==> config.mk <==
export PLATFORM = sky130hd
export DESIGN_NAME = correlator_top
export DESIGN_NICKNAME = d
export VERILOG_FILES = /design/src/hw/correlator_pkg.sv /design/src/hw/visibility_bank.sv /design/src/hw/correlator.sv /design/src/hw/correlator_ctrl.sv /design/src/hw/correlator_block.sv /design/src/hw/correlator_top.sv
export SDC_FILE = /design/constraint.sdc
export NUM_CORES = 2
export LEC_CHECK = 0
export ABC_CLOCK_PERIOD_IN_PS = 4680
export BUFFER_PORTS_ARGS = -buffer_cell sky130_fd_sc_hd__buf_4
export CELL_PAD_IN_SITES_DETAIL_PLACEMENT = 2
export CELL_PAD_IN_SITES_GLOBAL_PLACEMENT = 2
export CORE_UTILIZATION = 35
export CTS_CLUSTER_DIAMETER = 150
export DETAILED_ROUTE_END_ITERATION = 7
export PLACE_DENSITY_LB_ADDON = 0.1
export SLEW_MARGIN = 10
export SYNTH_ARGS = -nofsm -noshare
export SYNTH_HDL_FRONTEND = slang
export SYNTH_HIERARCHICAL = 1
export SYNTH_SLANG_ARGS = --single-unit
export TNS_END_PERCENT = 1
==> constraint.sdc <==
create_clock -name clk_x -period 4.68 [get_ports clk_x]
set_input_delay 0.936 -clock clk_x [delete_from_list [all_inputs] [get_ports clk_x]]
set_output_delay 0.936 -clock clk_x [all_outputs]
set_load 0.005 [all_outputs]
==> src/hw/correlator_pkg.sv <==
package correlator_pkg;

   // ------------------------------------------------------------------
   // Sizes
   // ------------------------------------------------------------------
   localparam int ACCUM_W   = 12;           // Accumulator and bus data width
   localparam int N_ANT     = 12;           // Antennas per sample
   localparam int N_PAIRS   = 12;           // Pairs walked per sweep
   localparam int N_CORR    = 4;            // Correlators in the block
   localparam int VIS_WORDS = 2 * N_PAIRS;  // Cos and sin word per pair
   localparam int PAIR_W    = 4;            // Pair counter and pair address field
   localparam int ANT_W     = 4;            // Antenna index width

   // Antenna pairs per correlator with one {ant_a, ant_b} entry per step
   localparam logic [2*ANT_W-1:0] PAIR_TABLE [N_CORR][N_PAIRS] = '{
      '{8'h60, 8'h70, 8'h80, 8'h90, 8'ha0, 8'hb0,
        8'h61, 8'h71, 8'h81, 8'h91, 8'ha1, 8'hb1},
      '{8'h62, 8'h72, 8'h82, 8'h92, 8'ha2, 8'hb2,
        8'h63, 8'h73, 8'h83, 8'h93, 8'ha3, 8'hb3},
      '{8'h64, 8'h74, 8'h84, 8'h94, 8'ha4, 8'hb4,
        8'h65, 8'h75, 8'h85, 8'h95, 8'ha5, 8'hb5},
      '{8'h10, 8'h20, 8'h30, 8'h40, 8'h50, 8'h21,   // Short baselines
        8'h31, 8'h41, 8'h51, 8'h32, 8'h42, 8'h43}
   };

   // ------------------------------------------------------------------
   // Types
   // ------------------------------------------------------------------
   typedef struct packed {
      logic [N_ANT-1:0] re;                 // Real sign bits, 1 means +1
      logic [N_ANT-1:0] im;                 // Imaginary sign bits
   } ant_sample_t;

   typedef struct packed {
      logic               cyc;
      logic               stb;
      logic               we;               // Writes get an ack only
      logic [6:0]         adr;              // {corr, pair, kind}
      logic [ACCUM_W-1:0] dat;
   } bus_req_t;

   typedef struct packed {
      logic               ack;
      logic [ACCUM_W-1:0] dat;
   } bus_rsp_t;

   // Low address bit picks the visibility
   typedef enum logic {VIS_COS = 1'b0, VIS_SIN = 1'b1} vis_kind_e;

   typedef enum logic {CORR_IDLE = 1'b0, CORR_RUN = 1'b1} corr_state_e;

endpackage

==> src/hw/visibility_bank.sv <==
`timescale 1ns/100ps

module visibility_bank (
   input  logic                               clk_x,
   input  logic                               reset_i,
   input  logic                               bank_i,     // Active bank
   input  logic                               switch_i,   // Pulse after a bank flip
   // Accumulate port on the active bank
   input  logic                               wr_en_i,
   input  logic [correlator_pkg::PAIR_W-1:0]  wr_pair_i,
   input  logic [correlator_pkg::ACCUM_W-1:0] cos_wr_i,
   input  logic [correlator_pkg::ACCUM_W-1:0] sin_wr_i,
   output logic [correlator_pkg::ACCUM_W-1:0] cos_rd_o,
   output logic [correlator_pkg::ACCUM_W-1:0] sin_rd_o,
   // Bus port on the inactive bank
   input  logic                               stb_i,
   input  logic [4:0]                         adr_i,
   output logic                               ack_o,
   output logic [correlator_pkg::ACCUM_W-1:0] dat_o
);

   logic [correlator_pkg::ACCUM_W-1:0] cos_mem [2][correlator_pkg::N_PAIRS];
   logic [correlator_pkg::ACCUM_W-1:0] sin_mem [2][correlator_pkg::N_PAIRS];
   logic [1:0][correlator_pkg::N_PAIRS-1:0] stale_q;   // Entry reads as zero

   logic                               rd_bank;
   logic [correlator_pkg::PAIR_W-1:0]  rd_pair;
   correlator_pkg::vis_kind_e          rd_kind;
   logic                               rd_hit;
   logic                               rd_take;
   logic [correlator_pkg::ACCUM_W-1:0] rd_word;
   logic                               ack_q;
   logic [correlator_pkg::ACCUM_W-1:0] dat_q;

   // ------------------------------------------------------------------
   // Accumulate side
   // ------------------------------------------------------------------
   always_ff @(posedge clk_x) begin
      if (wr_en_i) begin
         cos_mem[bank_i][wr_pair_i] <= cos_wr_i;
         sin_mem[bank_i][wr_pair_i] <= sin_wr_i;
      end
   end

   always_ff @(posedge clk_x) begin
      if (reset_i) begin
         stale_q <= '1;                                     // Both banks empty
      end else begin
         if (switch_i) stale_q[bank_i] <= '1;               // Clear-on-first-use
         if (wr_en_i)  stale_q[bank_i][wr_pair_i] <= 1'b0;  // Write wins
      end
   end

   // Stale entries add to zero
   assign cos_rd_o = stale_q[bank_i][wr_pair_i] ? '0 : cos_mem[bank_i][wr_pair_i];
   assign sin_rd_o = stale_q[bank_i][wr_pair_i] ? '0 : sin_mem[bank_i][wr_pair_i];

   // ------------------------------------------------------------------
   // Bus side
   // ------------------------------------------------------------------
   assign rd_bank = ~bank_i;                       // Frozen bank only
   assign rd_pair = adr_i[4:1];
   assign rd_kind = correlator_pkg::vis_kind_e'(adr_i[0]);
   assign rd_hit  = (adr_i < correlator_pkg::VIS_WORDS) && !stale_q[rd_bank][rd_pair];
   assign rd_take = stb_i & ~ack_q;                // First cycle of a request

   always_comb begin
      rd_word = '0;                                // Pairs 12..15 and stale
      if (rd_hit) begin
         if (rd_kind == correlator_pkg::VIS_COS) rd_word = cos_mem[rd_bank][rd_pair];
         else                                    rd_word = sin_mem[rd_bank][rd_pair];
      end
   end

   always_ff @(posedge clk_x) begin
      if (reset_i) ack_q <= 1'b0;
      else         ack_q <= rd_take;               // Single-cycle pulse
   end

   always_ff @(posedge clk_x) begin
      if (rd_take) dat_q <= rd_word;
   end

   assign ack_o = ack_q;
   assign dat_o = dat_q;

endmodule

==> src/hw/correlator.sv <==
`timescale 1ns/100ps

module correlator #(
   parameter int CORR_IDX = 0                      // Row of the pair table
) (
   input  logic                               clk_x,
   input  logic                               reset_i,
   // Bus slice for this correlator
   input  logic                               stb_i,
   input  logic [4:0]                         adr_i,
   output logic                               ack_o,
   output logic [correlator_pkg::ACCUM_W-1:0] dat_o,
   // Antenna samples
   input  logic                               en_i,
   input  correlator_pkg::ant_sample_t        sample_i,
   // Bank control from the config block
   input  logic                               bank_i,
   input  logic                               switch_i,
   output logic                               ovf_cos_o,
   output logic                               ovf_sin_o
);

   localparam int MSB = correlator_pkg::ACCUM_W - 1;

   correlator_pkg::corr_state_e               state_q;
   logic [correlator_pkg::PAIR_W-1:0]         pair_q;
   correlator_pkg::ant_sample_t               sample_q;
   logic [2*correlator_pkg::ANT_W-1:0]        pair_ent;
   logic [correlator_pkg::ANT_W-1:0]          ant_a, ant_b;
   logic                                      prod_vld_q;
   logic signed [2:0]                         prod_cos_q, prod_sin_q;
   logic [correlator_pkg::PAIR_W-1:0]         prod_pair_q;
   logic signed [MSB:0]                       cos_rd, sin_rd;
   logic signed [MSB:0]                       cos_inc, sin_inc;
   logic signed [MSB:0]                       cos_sum, sin_sum;

   // Sum of two sign products, each given as "is +1"
   function automatic logic signed [2:0] term_sum(input logic pos_u, input logic pos_v);
      if (pos_u && pos_v)        return 3'sd2;
      else if (!pos_u && !pos_v) return -3'sd2;
      else                       return 3'sd0;
   endfunction

   // Signed wrap when both inputs share a sign and the sum does not
   function automatic logic wraps(input logic signed [MSB:0] old_v,
                                  input logic signed [MSB:0] inc_v,
                                  input logic signed [MSB:0] sum_v);
      return (old_v[MSB] == inc_v[MSB]) && (sum_v[MSB] != old_v[MSB]);
   endfunction

   // ------------------------------------------------------------------
   // Pair sequencer
   // ------------------------------------------------------------------
   always_ff @(posedge clk_x) begin
      if (reset_i) begin
         state_q <= correlator_pkg::CORR_IDLE;
         pair_q  <= '0;
      end else begin
         case (state_q)
            correlator_pkg::CORR_IDLE: begin
               if (en_i) state_q <= correlator_pkg::CORR_RUN;   // Sweep start
               pair_q <= '0;
            end
            correlator_pkg::CORR_RUN: begin
               if (int'(pair_q) == correlator_pkg::N_PAIRS - 1) begin
                  state_q <= correlator_pkg::CORR_IDLE;
                  pair_q  <= '0;
               end else begin
                  pair_q  <= pair_q + 1'b1;
               end
            end
            default: state_q <= correlator_pkg::CORR_IDLE;
         endcase
      end
   end

   // Sample held for the whole sweep, en_i mid-sweep dropped
   always_ff @(posedge clk_x) begin
      if (en_i && state_q == correlator_pkg::CORR_IDLE) sample_q <= sample_i;
   end

   assign pair_ent = correlator_pkg::PAIR_TABLE[CORR_IDX][pair_q];
   assign ant_a    = pair_ent[2*correlator_pkg::ANT_W-1:correlator_pkg::ANT_W];
   assign ant_b    = pair_ent[correlator_pkg::ANT_W-1:0];

   // ------------------------------------------------------------------
   // Product stage
   // ------------------------------------------------------------------
   always_ff @(posedge clk_x) begin
      if (reset_i) prod_vld_q <= 1'b0;
      else         prod_vld_q <= (state_q == correlator_pkg::CORR_RUN);
   end

   always_ff @(posedge clk_x) begin
      // re_a*re_b + im_a*im_b
      prod_cos_q  <= term_sum(sample_q.re[ant_a] ~^ sample_q.re[ant_b],
                              sample_q.im[ant_a] ~^ sample_q.im[ant_b]);
      // im_a*re_b - re_a*im_b, second term negated by XOR
      prod_sin_q  <= term_sum(sample_q.im[ant_a] ~^ sample_q.re[ant_b],
                              sample_q.re[ant_a] ^  sample_q.im[ant_b]);
      prod_pair_q <= pair_q;
   end

   // ------------------------------------------------------------------
   // Accumulate stage
   // ------------------------------------------------------------------
   assign cos_inc = prod_cos_q;                    // Sign extended
   assign sin_inc = prod_sin_q;
   assign cos_sum = cos_rd + cos_inc;              // Wraps at ACCUM_W
   assign sin_sum = sin_rd + sin_inc;

   assign ovf_cos_o = prod_vld_q & wraps(cos_rd, cos_inc, cos_sum);
   assign ovf_sin_o = prod_vld_q & wraps(sin_rd, sin_inc, sin_sum);

   visibility_bank u_bank (
      .clk_x     (clk_x),
      .reset_i   (reset_i),
      .bank_i    (bank_i),
      .switch_i  (switch_i),
      .wr_en_i   (prod_vld_q),
      .wr_pair_i (prod_pair_q),
      .cos_wr_i  (cos_sum),
      .sin_wr_i  (sin_sum),
      .cos_rd_o  (cos_rd),
      .sin_rd_o  (sin_rd),
      .stb_i     (stb_i),
      .adr_i     (adr_i),
      .ack_o     (ack_o),
      .dat_o     (dat_o)
   );

endmodule

==> src/hw/correlator_ctrl.sv <==
`timescale 1ns/100ps

module correlator_ctrl (
   input  logic                              clk_x,
   input  logic                              reset_i,
   input  logic                              sw_i,        // Bank swap request
   input  logic [correlator_pkg::N_CORR-1:0] ovf_cos_i,   // Per-correlator pulses
   input  logic [correlator_pkg::N_CORR-1:0] ovf_sin_i,
   output logic                              bank_o,      // Active bank
   output logic                              switch_o,    // One cycle after sw_i
   output logic                              overflow_cos_o,
   output logic                              overflow_sin_o
);

   logic bank_q;
   logic switch_q;
   logic ovf_cos_q;
   logic ovf_sin_q;

   // ------------------------------------------------------------------
   // Bank select and switch pulse
   // ------------------------------------------------------------------
   always_ff @(posedge clk_x) begin
      if (reset_i) begin
         bank_q   <= 1'b0;                     // Bank 0 accumulates first
         switch_q <= 1'b0;
      end else begin
         switch_q <= sw_i;
         if (sw_i) bank_q <= ~bank_q;          // Bus sees new bank next cycle
      end
   end

   // ------------------------------------------------------------------
   // Sticky overflow flags
   // ------------------------------------------------------------------
   always_ff @(posedge clk_x) begin
      if (reset_i) begin
         ovf_cos_q <= 1'b0;
         ovf_sin_q <= 1'b0;
      end else if (sw_i) begin
         // Fresh bank starts clean
         ovf_cos_q <= 1'b0;
         ovf_sin_q <= 1'b0;
      end else begin
         if (|ovf_cos_i) ovf_cos_q <= 1'b1;    // Any correlator
         if (|ovf_sin_i) ovf_sin_q <= 1'b1;
      end
   end

   assign bank_o         = bank_q;
   assign switch_o       = switch_q;
   assign overflow_cos_o = ovf_cos_q;
   assign overflow_sin_o = ovf_sin_q;

endmodule

==> src/hw/correlator_block.sv <==
`timescale 1ns/100ps

module correlator_block (
   input  logic                              clk_x,
   input  logic                              reset_i,
   input  correlator_pkg::bus_req_t          bus_req_i,
   output correlator_pkg::bus_rsp_t          bus_rsp_o,
   input  logic                              en_i,        // Sample valid
   input  correlator_pkg::ant_sample_t       sample_i,
   input  logic                              bank_i,
   input  logic                              switch_i,
   output logic [correlator_pkg::N_CORR-1:0] ovf_cos_o,
   output logic [correlator_pkg::N_CORR-1:0] ovf_sin_o
);

   logic [1:0]                         sel;           // adr[6:5]
   logic                               req;
   logic [correlator_pkg::N_CORR-1:0]  stb_w;
   logic [correlator_pkg::N_CORR-1:0]  ack_w;
   logic [correlator_pkg::ACCUM_W-1:0] dat_w [correlator_pkg::N_CORR];

   // ------------------------------------------------------------------
   // Address decode and response mux
   // ------------------------------------------------------------------
   assign sel = bus_req_i.adr[6:5];
   assign req = bus_req_i.cyc & bus_req_i.stb;

   always_comb begin
      stb_w      = '0;
      stb_w[sel] = req;                       // One-hot strobe
   end

   always_comb begin
      bus_rsp_o.ack = req & ack_w[sel];       // Held adr keeps sel stable
      bus_rsp_o.dat = bus_req_i.we ? '0 : dat_w[sel];   // No data on writes
   end

   // ------------------------------------------------------------------
   // Correlators
   // ------------------------------------------------------------------
   correlator #(.CORR_IDX(0)) u_corr0 (
      .clk_x     (clk_x),
      .reset_i   (reset_i),
      .stb_i     (stb_w[0]),
      .adr_i     (bus_req_i.adr[4:0]),
      .ack_o     (ack_w[0]),
      .dat_o     (dat_w[0]),
      .en_i      (en_i),
      .sample_i  (sample_i),
      .bank_i    (bank_i),
      .switch_i  (switch_i),
      .ovf_cos_o (ovf_cos_o[0]),
      .ovf_sin_o (ovf_sin_o[0])
   );

   correlator #(.CORR_IDX(1)) u_corr1 (
      .clk_x     (clk_x),
      .reset_i   (reset_i),
      .stb_i     (stb_w[1]),
      .adr_i     (bus_req_i.adr[4:0]),
      .ack_o     (ack_w[1]),
      .dat_o     (dat_w[1]),
      .en_i      (en_i),
      .sample_i  (sample_i),
      .bank_i    (bank_i),
      .switch_i  (switch_i),
      .ovf_cos_o (ovf_cos_o[1]),
      .ovf_sin_o (ovf_sin_o[1])
   );

   correlator #(.CORR_IDX(2)) u_corr2 (
      .clk_x     (clk_x),
      .reset_i   (reset_i),
      .stb_i     (stb_w[2]),
      .adr_i     (bus_req_i.adr[4:0]),
      .ack_o     (ack_w[2]),
      .dat_o     (dat_w[2]),
      .en_i      (en_i),
      .sample_i  (sample_i),
      .bank_i    (bank_i),
      .switch_i  (switch_i),
      .ovf_cos_o (ovf_cos_o[2]),
      .ovf_sin_o (ovf_sin_o[2])
   );

   correlator #(.CORR_IDX(3)) u_corr3 (
      .clk_x     (clk_x),
      .reset_i   (reset_i),
      .stb_i     (stb_w[3]),
      .adr_i     (bus_req_i.adr[4:0]),
      .ack_o     (ack_w[3]),
      .dat_o     (dat_w[3]),
      .en_i      (en_i),
      .sample_i  (sample_i),
      .bank_i    (bank_i),
      .switch_i  (switch_i),
      .ovf_cos_o (ovf_cos_o[3]),
      .ovf_sin_o (ovf_sin_o[3])
   );

endmodule

==> src/hw/correlator_top.sv <==
`timescale 1ns/100ps

module correlator_top (
   input  logic                        clk_x,
   input  logic                        reset_i,
   // Visibility read bus
   input  correlator_pkg::bus_req_t    bus_req_i,
   output correlator_pkg::bus_rsp_t    bus_rsp_o,
   // Sample stream and bank swap
   input  logic                        sw_i,
   input  logic                        en_i,
   input  correlator_pkg::ant_sample_t sample_i,
   // Sticky status
   output logic                        overflow_cos_o,
   output logic                        overflow_sin_o
);

   logic                              bank;       // Active bank
   logic                              switch_p;   // Registered swap pulse
   logic [correlator_pkg::N_CORR-1:0] ovf_cos;
   logic [correlator_pkg::N_CORR-1:0] ovf_sin;

   // ------------------------------------------------------------------
   // Config block
   // ------------------------------------------------------------------
   correlator_ctrl u_ctrl (
      .clk_x          (clk_x),
      .reset_i        (reset_i),
      .sw_i           (sw_i),
      .ovf_cos_i      (ovf_cos),
      .ovf_sin_i      (ovf_sin),
      .bank_o         (bank),
      .switch_o       (switch_p),
      .overflow_cos_o (overflow_cos_o),
      .overflow_sin_o (overflow_sin_o)
   );

   // ------------------------------------------------------------------
   // Correlator array
   // ------------------------------------------------------------------
   correlator_block u_block (
      .clk_x     (clk_x),
      .reset_i   (reset_i),
      .bus_req_i (bus_req_i),
      .bus_rsp_o (bus_rsp_o),
      .en_i      (en_i),
      .sample_i  (sample_i),
      .bank_i    (bank),
      .switch_i  (switch_p),
      .ovf_cos_o (ovf_cos),
      .ovf_sin_o (ovf_sin)
   );

endmodule

Yosys cells after proc, flatten, opt, wreduce, memory -nomap -nowiden
Memories as Yosys holds them, arrays and structs flattened. A register that Yosys moved wholly into a read port is not among the register bits.
Index checks and enable logic that the tools add are counted.
Widths: inputs -> output; s select.

word-level totals
  register bits after elaboration = 312
  latch bits = 0
  RAM bits = 2304
  ROM bits = 512
  bits of input ports = 50
  output and inout bits = 15
  word-level logic and storage cells = 487
  memories kept = 12

memories
  name                            depth  width  read ports  clocked after Yosys merged registers in  write ports  line                   source
  u_block.u_corr0.u_bank.cos_mem  2      144    2           1                                        1            visibility_bank.sv:22  logic [correlator_pkg::ACCUM_W-1:0] cos_mem [2][correlator_pkg::N_PAIRS];
  u_block.u_corr0.u_bank.sin_mem  2      144    2           1                                        1            visibility_bank.sv:23  logic [correlator_pkg::ACCUM_W-1:0] sin_mem [2][correlator_pkg::N_PAIRS];
  u_block.u_corr1.u_bank.cos_mem  2      144    2           1                                        1            visibility_bank.sv:22
  u_block.u_corr1.u_bank.sin_mem  2      144    2           1                                        1            visibility_bank.sv:23
  u_block.u_corr2.u_bank.cos_mem  2      144    2           1                                        1            visibility_bank.sv:22
  u_block.u_corr2.u_bank.sin_mem  2      144    2           1                                        1            visibility_bank.sv:23
  6 more memories                 -      -      -           -                                        -            -

operators by class
  $add $sub $neg = 12
  multiply operators = 0
  div/mod/pow operators = 0
  $lt $le $gt $ge = 37
  equality and inequality tests = 20
  shift-type cells = 0
  mux-type cells = 227
  bitwise operators = 62
  reductions and logical operators = 65

operators with widths
  operator             count
  $mux 12              72
  $bmux 12 s4          16
  $mux 144             4
  $mux 24              12
  $demux 12 s4         4
  $add 12x3->12        8
  $and 24x24->24       4
  $bmux 1 s4           24
  $not 24->24          4
  $or 24x24->24        4
  $lt 4x5->1 const B   13
  $mux 8               8
  $demux 12 s1         5
  $mux 1               55
  $ge 5x5->1 const B   9
  $not 4->5            9
  $logic_and 1x1->1    42
  $pmux 4 s2           4
  $bmux 12 s2          1
  $mux 3               8
  $logic_not 1->1      20
  $lt 5x1->1 const B   4
  $add 4x1->4 const B  4
  $demux 1 s4          4
  other kinds (22)     85

Logic depth before layout (Yosys ltp)
  depth in word-level cells = 10
  depth in mapped cells = 21
  gate-level depth less buffers = 16

Modules after synthesis
Netlist, hierarchy kept.

modules (own cells, without submodules)
  module                                         times used  cells each  area an instance (sq um)  seq. area each (sq um)
  visibility_bank at u_block.u_corr1.u_bank ...  3           1483        28416.0                   18157.4
  visibility_bank at u_block.u_corr0.u_bank      1           1483        28391.0                   18157.4
  correlator at u_block.u_corr0 ...              2           180         2077.0                    880.8
  correlator at u_block.u_corr3                  1           220         2174.6                    760.7
  correlator at u_block.u_corr2                  1           176         1956.9                    760.7
  correlator_block                               1           52          439.2                     0.0
  correlator_ctrl                                1           13          131.4                     80.1

Worst setup path before layout
OpenSTA, ideal clock, no wires.

  kind = reg-to-reg
  from = register u_ctrl.bank_q (netlist: u_ctrl/bank_o)
  to = memory u_block/u_corr3/u_bank/sin_mem[0][107] (netlist bit), data pin
  setup time = 0.342 ns
  data arrival time = 4.412 ns
  data required time = 4.338 ns
  path slack = -0.074 ns
  cell stages (with the launch flop) = 16
  path buffers = 3
  period minus slack after synthesis = 4.754 ns
  path through = dfxtp_1 > buf_6 > buf_6 > clkbuf_1 > mux4_2 > mux4_2 > a21oi_1 > nor2_1 > ha_1 > fa_1 > a21o_1 > a21oi_1 > nor2b_1 > o21ai_0 > o21ai_0 > xnor2_1

on the way
  longest elaborated chain between the ends = 6

RTL lines
  element                                      line                   source
  from (decl)                                  correlator_ctrl.sv:15  logic bank_q;
  from (signal assigned)                       correlator_ctrl.sv:29  if (sw_i) bank_q <= ~bank_q;
  $mux 12 (not written as such) (2 in series)  visibility_bank.sv:56  assign sin_rd_o = stale_q[bank_i][wr_pair_i] ? '0 : sin_mem[bank_i][wr_pair_i];
  $bmux 1 s4                                   visibility_bank.sv:56
  $mux 1 (not written as such)                 visibility_bank.sv:56
  $mux 12                                      visibility_bank.sv:56
  named net u_block.u_corr3.sin_rd[1]          correlator.sv:33       logic signed [MSB:0] cos_rd, sin_rd;
  $add 12x3->12                                correlator.sv:110      assign sin_sum = sin_rd + sin_inc;
  named net u_block.u_corr3.sin_sum[11]        correlator.sv:35       logic signed [MSB:0] cos_sum, sin_sum;
  to (decl)                                    visibility_bank.sv:23

The timed path passes the listed nets, and every way through them passes these cells. The select of a mux whose other input is x is not followed.

Worst setup path in the final report
  from = register u_block/u_corr2/prod_pair_q[0] (netlist bit)
  to = memory u_block/u_corr2/u_bank/cos_mem[1][82] (netlist bit), data pin

on the way
  longest elaborated chain between the ends = 6
  elaborated cells on any way between the ends = 8
  those cells by class = add/sub: 1; mux: 6; bitwise: 1

RTL lines
  element                                      line                   source
  from (decl)                                  correlator.sv:32       logic [correlator_pkg::PAIR_W-1:0] prod_pair_q;
  from (signal assigned)                       correlator.sv:101      prod_pair_q <= pair_q;
  $not 4->5 (not written as such)              visibility_bank.sv:55  assign cos_rd_o = stale_q[bank_i][wr_pair_i] ? '0 : cos_mem[bank_i][wr_pair_i];
  $bmux 12 s4                                  visibility_bank.sv:55
  $mux 12 (not written as such) (2 in series)  visibility_bank.sv:55
  $mux 12 (*)                                  visibility_bank.sv:55
  named net u_block.u_corr2.cos_rd[2]          correlator.sv:33
  $add 12x3->12 (*)                            correlator.sv:109      assign cos_sum = cos_rd + cos_inc;
  named net u_block.u_corr2.cos_sum[10]        correlator.sv:35
  to (decl)                                    visibility_bank.sv:22

Mark *: on every way through the listed nets, which the timed path passes. The rest lies on a longest branch. The select of a mux whose other input is x is not followed.

==> results.sh <==
export IMPL_status="completed"
export IMPL_h_tree_depth=5
export IMPL_period_minus_slack_ns=4.53
export IMPL_core_sq_mm=0.347
export IMPL_internal_power_mw=43.6
export IMPL_worstPathRequired_ns=5.44
export IMPL_drt_pass1_iterations=5
export IMPL_maxCapViolCount=0
export IMPL_postPlaceCellArea_sq_mm=0.134
export IMPL_tritoncts="built"
export IMPL_syn_area_per_cell_sq_um=18.1
export IMPL_cp_start_kind="flop"
export IMPL_clockPowerShare=0.405
export IMPL_cts_sinks=2584
export IMPL_synth_area_leaders="edfxtp_1, mux4_2, dfxtp_1, mux2i_1, nor2_1"
export IMPL_cp_data_arrival_time_ns=5.29
export IMPL_initial_core_util=0.353
export IMPL_wl_per_cell_um=35.9
export IMPL_multi_input_area_sq_mm=0.0447
export IMPL_synth_seq_cells=2584
export IMPL_setup_viol=0
export IMPL_switching_power_mw=14.9
export IMPL_synth_distinct_cells=66
export IMPL_clockBufferDepth=4
export IMPL_grt_max_degree=86
export IMPL_worst_setup_path_end_kind="flop"
export IMPL_synth_main_ff_cell="edfxtp_1"
export IMPL_dp_hpwl_mm=284
export IMPL_pwr_share_seq=0.463
export IMPL_ys_seq_area_frac=0.620
export IMPL_async_flop_share=0
export IMPL_pin_count=65
export IMPL_drive_above_1_share=0.357
export IMPL_drcViolationCount=0
export IMPL_worst_slew_pin_slew_ns=1.23
export IMPL_die_y_um=594
export IMPL_maxSlewViolCount=0
export IMPL_setup_tns_final_ns=0
export IMPL_max_freq_ghz=0.221
export IMPL_grt_antenna_before_repair=28
export IMPL_clock_skew_ns=0.0452
export IMPL_crit_top_cell="o21ai_0"
export IMPL_leakage_nw=46.4
export IMPL_hold_viol_final=0
export IMPL_avgViaCountPerCell=5.94
export IMPL_grt_pass1_wl_mm=618
export IMPL_cts_buffers=309
export IMPL_cts_clk_slew_worst_paths_ns=0.06
export IMPL_register_area_sq_mm=0.0760
export IMPL_crit_slowest_cell="mux4_2"
export IMPL_synth_top_cell_by_area="edfxtp_1"
export IMPL_fillers=32200
export IMPL_die_width_um=594
export IMPL_hold_slack_ns=0.215
export IMPL_ant_nets=0
export IMPL_dpl_cell_count=11600
export IMPL_power_share_switching=0.255
export IMPL_yosys_warnings=6
export IMPL_wirelength_mm=438
export IMPL_rsz0062_at_grt="yes"
export IMPL_synth_top_cells_by_count="edfxtp_1, mux4_2, nor2_1, mux2i_1, buf_2"
export IMPL_dieArea_sq_mm=0.352
export IMPL_synth_edff_count=2424
export IMPL_port_buffers=52
export IMPL_p_comb_frac=0.132
export IMPL_fin_area_sq_mm=0.144
export IMPL_syn_inst=6753
export IMPL_grt_total_usage=0.246
export IMPL_hp_class="in -> reg"
export IMPL_clk_latency_ns=0.93
export IMPL_path_class="reg -> reg"
export IMPL_max_slew_margin_rel=0.179
export IMPL_cp_max_fo=24
export IMPL_power_mw=58.5
export IMPL_fin_crit_sh=0.968
export IMPL_yosysTopAreaCellShare=0.594
export IMPL_syn_num_nets=6904
export IMPL_netlist_area_sq_mm=0.122
export IMPL_gp_congestion=0.803
export IMPL_grt_pass1_vias=78400
export IMPL_overflow=0
export IMPL_layout_nets=7504
export IMPL_finalNonFillerCells=12200
export IMPL_synth_most_common_cell="edfxtp_1"
export IMPL_via_count=72400
export IMPL_cpPeakStageDelay_ns=0.55
export IMPL_drt_iter0_markers=6443
export IMPL_path_cells="buf_6 > mux4_2 > mux4_2 > a21oi_1 > nor2_1 > buf_4 > ha_1 > a21o_1 > a21oi_1 > o21ai_0 > o21ai_0 > o21ai_0 > xnor2_1 > buf_12"
export IMPL_peakVddDrop_mv=0.265
export IMPL_row_count=216
export IMPL_pwr_density_cell_mw_per_mm2=406
export IMPL_area_growth_pct=17.5
export IMPL_clockRootBuffer="clkbuf_16"
[cells in the final DEF (no fill, tap or decap), types with 18 or more instances in the layout]
cell / n
a211oi_1: 26
buf_12: 126
buf_6: 18
nor2b_1: 82
xnor2_1: 42
a22oi_1: 88
a21oi_1: 173
nor2_1: 416
clkinv_1: 64
xor2_1: 40
xnor2_2: 27
o21bai_1: 104
clkbuf_1: 68
edfxtp_1: 2424
o21ai_1: 46
buf_4: 595
nand2_1: 157
a31oi_1: 32
o21ai_0: 34
nor2_4: 80
o22ai_1: 78
clkbuf_16: 318
o221ai_1: 44
nor3_2: 20
clkinv_2: 54
a21o_1: 49
bufinv_16: 20
dfxtp_1: 147
nor3_1: 67
mux2i_1: 294
ha_1: 92
mux4_2: 1154
mux2_2: 154
inv_1: 31
o31a_1: 48
nand2b_1: 27
nand3_1: 62
o211ai_1: 48
[state kept, by name, summed over array words and instances (netlist names), 16 cells and up]
name                            flops
u_block/u_corr0/sample_q           20
u_block/u_corr0/u_bank/cos_mem    288
u_block/u_corr0/u_bank/sin_mem    288
u_block/u_corr0/u_bank/stale_q     24
u_block/u_corr1/sample_q           20
u_block/u_corr1/u_bank/cos_mem    288
u_block/u_corr1/u_bank/sin_mem    288
u_block/u_corr1/u_bank/stale_q     24
u_block/u_corr2/sample_q           16
u_block/u_corr2/u_bank/cos_mem    288
u_block/u_corr2/u_bank/sin_mem    288
u_block/u_corr2/u_bank/stale_q     24
u_block/u_corr3/sample_q           16
u_block/u_corr3/u_bank/cos_mem    288
u_block/u_corr3/u_bank/sin_mem    288
u_block/u_corr3/u_bank/stale_q     24
[cell families after synthesis]
family / after synthesis / share of synthesized area
xor gates and xnor gates: 113 / 0.00848
adders and majority gates: 101 / 0.0108
and+or+nand+nor: 989 / 0.0362
DFF: 2584 / 0.620
muxes: 1621 / 0.254
buffers and inverters: 502 / 0.0237
AOI/OAI and AO/OA: 843 / 0.0466
[critical path: cells and delay by family, from the launching register on]
| family | cells | cell delay (ns) |
|---|---|---|
| AO/OA/AOI/OAI | 6 | 1.50 |
| multiplexers | 2 | 1.05 |
| buffers and inverters | 3 | 0.64 |
| flip-flops | 1 | 0.45 |
| XOR/XNOR | 1 | 0.29 |
| adder cells (fa/ha/maj) | 1 | 0.27 |
| AND/OR/NAND/NOR | 1 | 0.15 |
[final timing paths]
check	slack [ns]	from	endpoint	cells past startpoint
min	0.21	sample_i[21]	u_block/u_corr1/sample_q[21]	1
min reg2reg	0.41	u_block/u_corr1/pair_q[2]	u_block/u_corr1/prod_pair_q[2]	0
max reg2reg	0.15	u_block/u_corr2/prod_pair_q[0]	u_block/u_corr2/u_bank/cos_mem[1][82]	14
max	0.15	u_block/u_corr2/prod_pair_q[0]	u_block/u_corr2/u_bank/cos_mem[1][82]	14
[through the flow]
step	worst slack, ns	util
floorplan	-0.0564	-
global placement	-0.437	0.385
detailed placement	-0.360	0.385
CTS	0.00606	0.414
global route	-0.0800	0.414
finish	0.150	0.415
[routing by layer]
layer,global-route usage,vias up,part of all wire,wire length (um)
li1,-,29500,-,-
met1,0.344,40400,0.44,192000
met2,0.405,1971,0.48,212000
met3,0.0264,571,0.046,19900
met4,0.0726,0,0.031,13700
met5,0,-,0,0
[power by group through the flow]
stage          Clock [mW]  Combinational (mW)  Sequential, mW
6_report             23.7                7.70            27.1
3_5_place_dp            0                7.66            27.6
3_3_place_gp            0                7.42            27.6
2_1_floorplan           0                4.37            27.5
4_1_cts              24.3                7.73            27.1
5_1_grt              25.0                8.20            27.1
[cell type report]
type | count | area share
inverters | 38 | 0.000991
clock inverters | 169 | 0.0102
repair buffers | 753 | 0.0523
diodes | 13 | 0.000226
flip-flops and latches | 2584 | 0.528
well taps | 4578 | 0.0398
clock buffers | 392 | 0.0575
multi-input cells | 3667 | 0.311
[repair_timing]
action / CTS / global route
hold buffers: 0 / 0
resized for setup: 24 / 43
setup endpoints to repair: 116 / 266
pin swaps: 0 / 2
buffers inserted: 5 / 12
cloned: 2 / 1
Power figures use the tool's default switching activity.
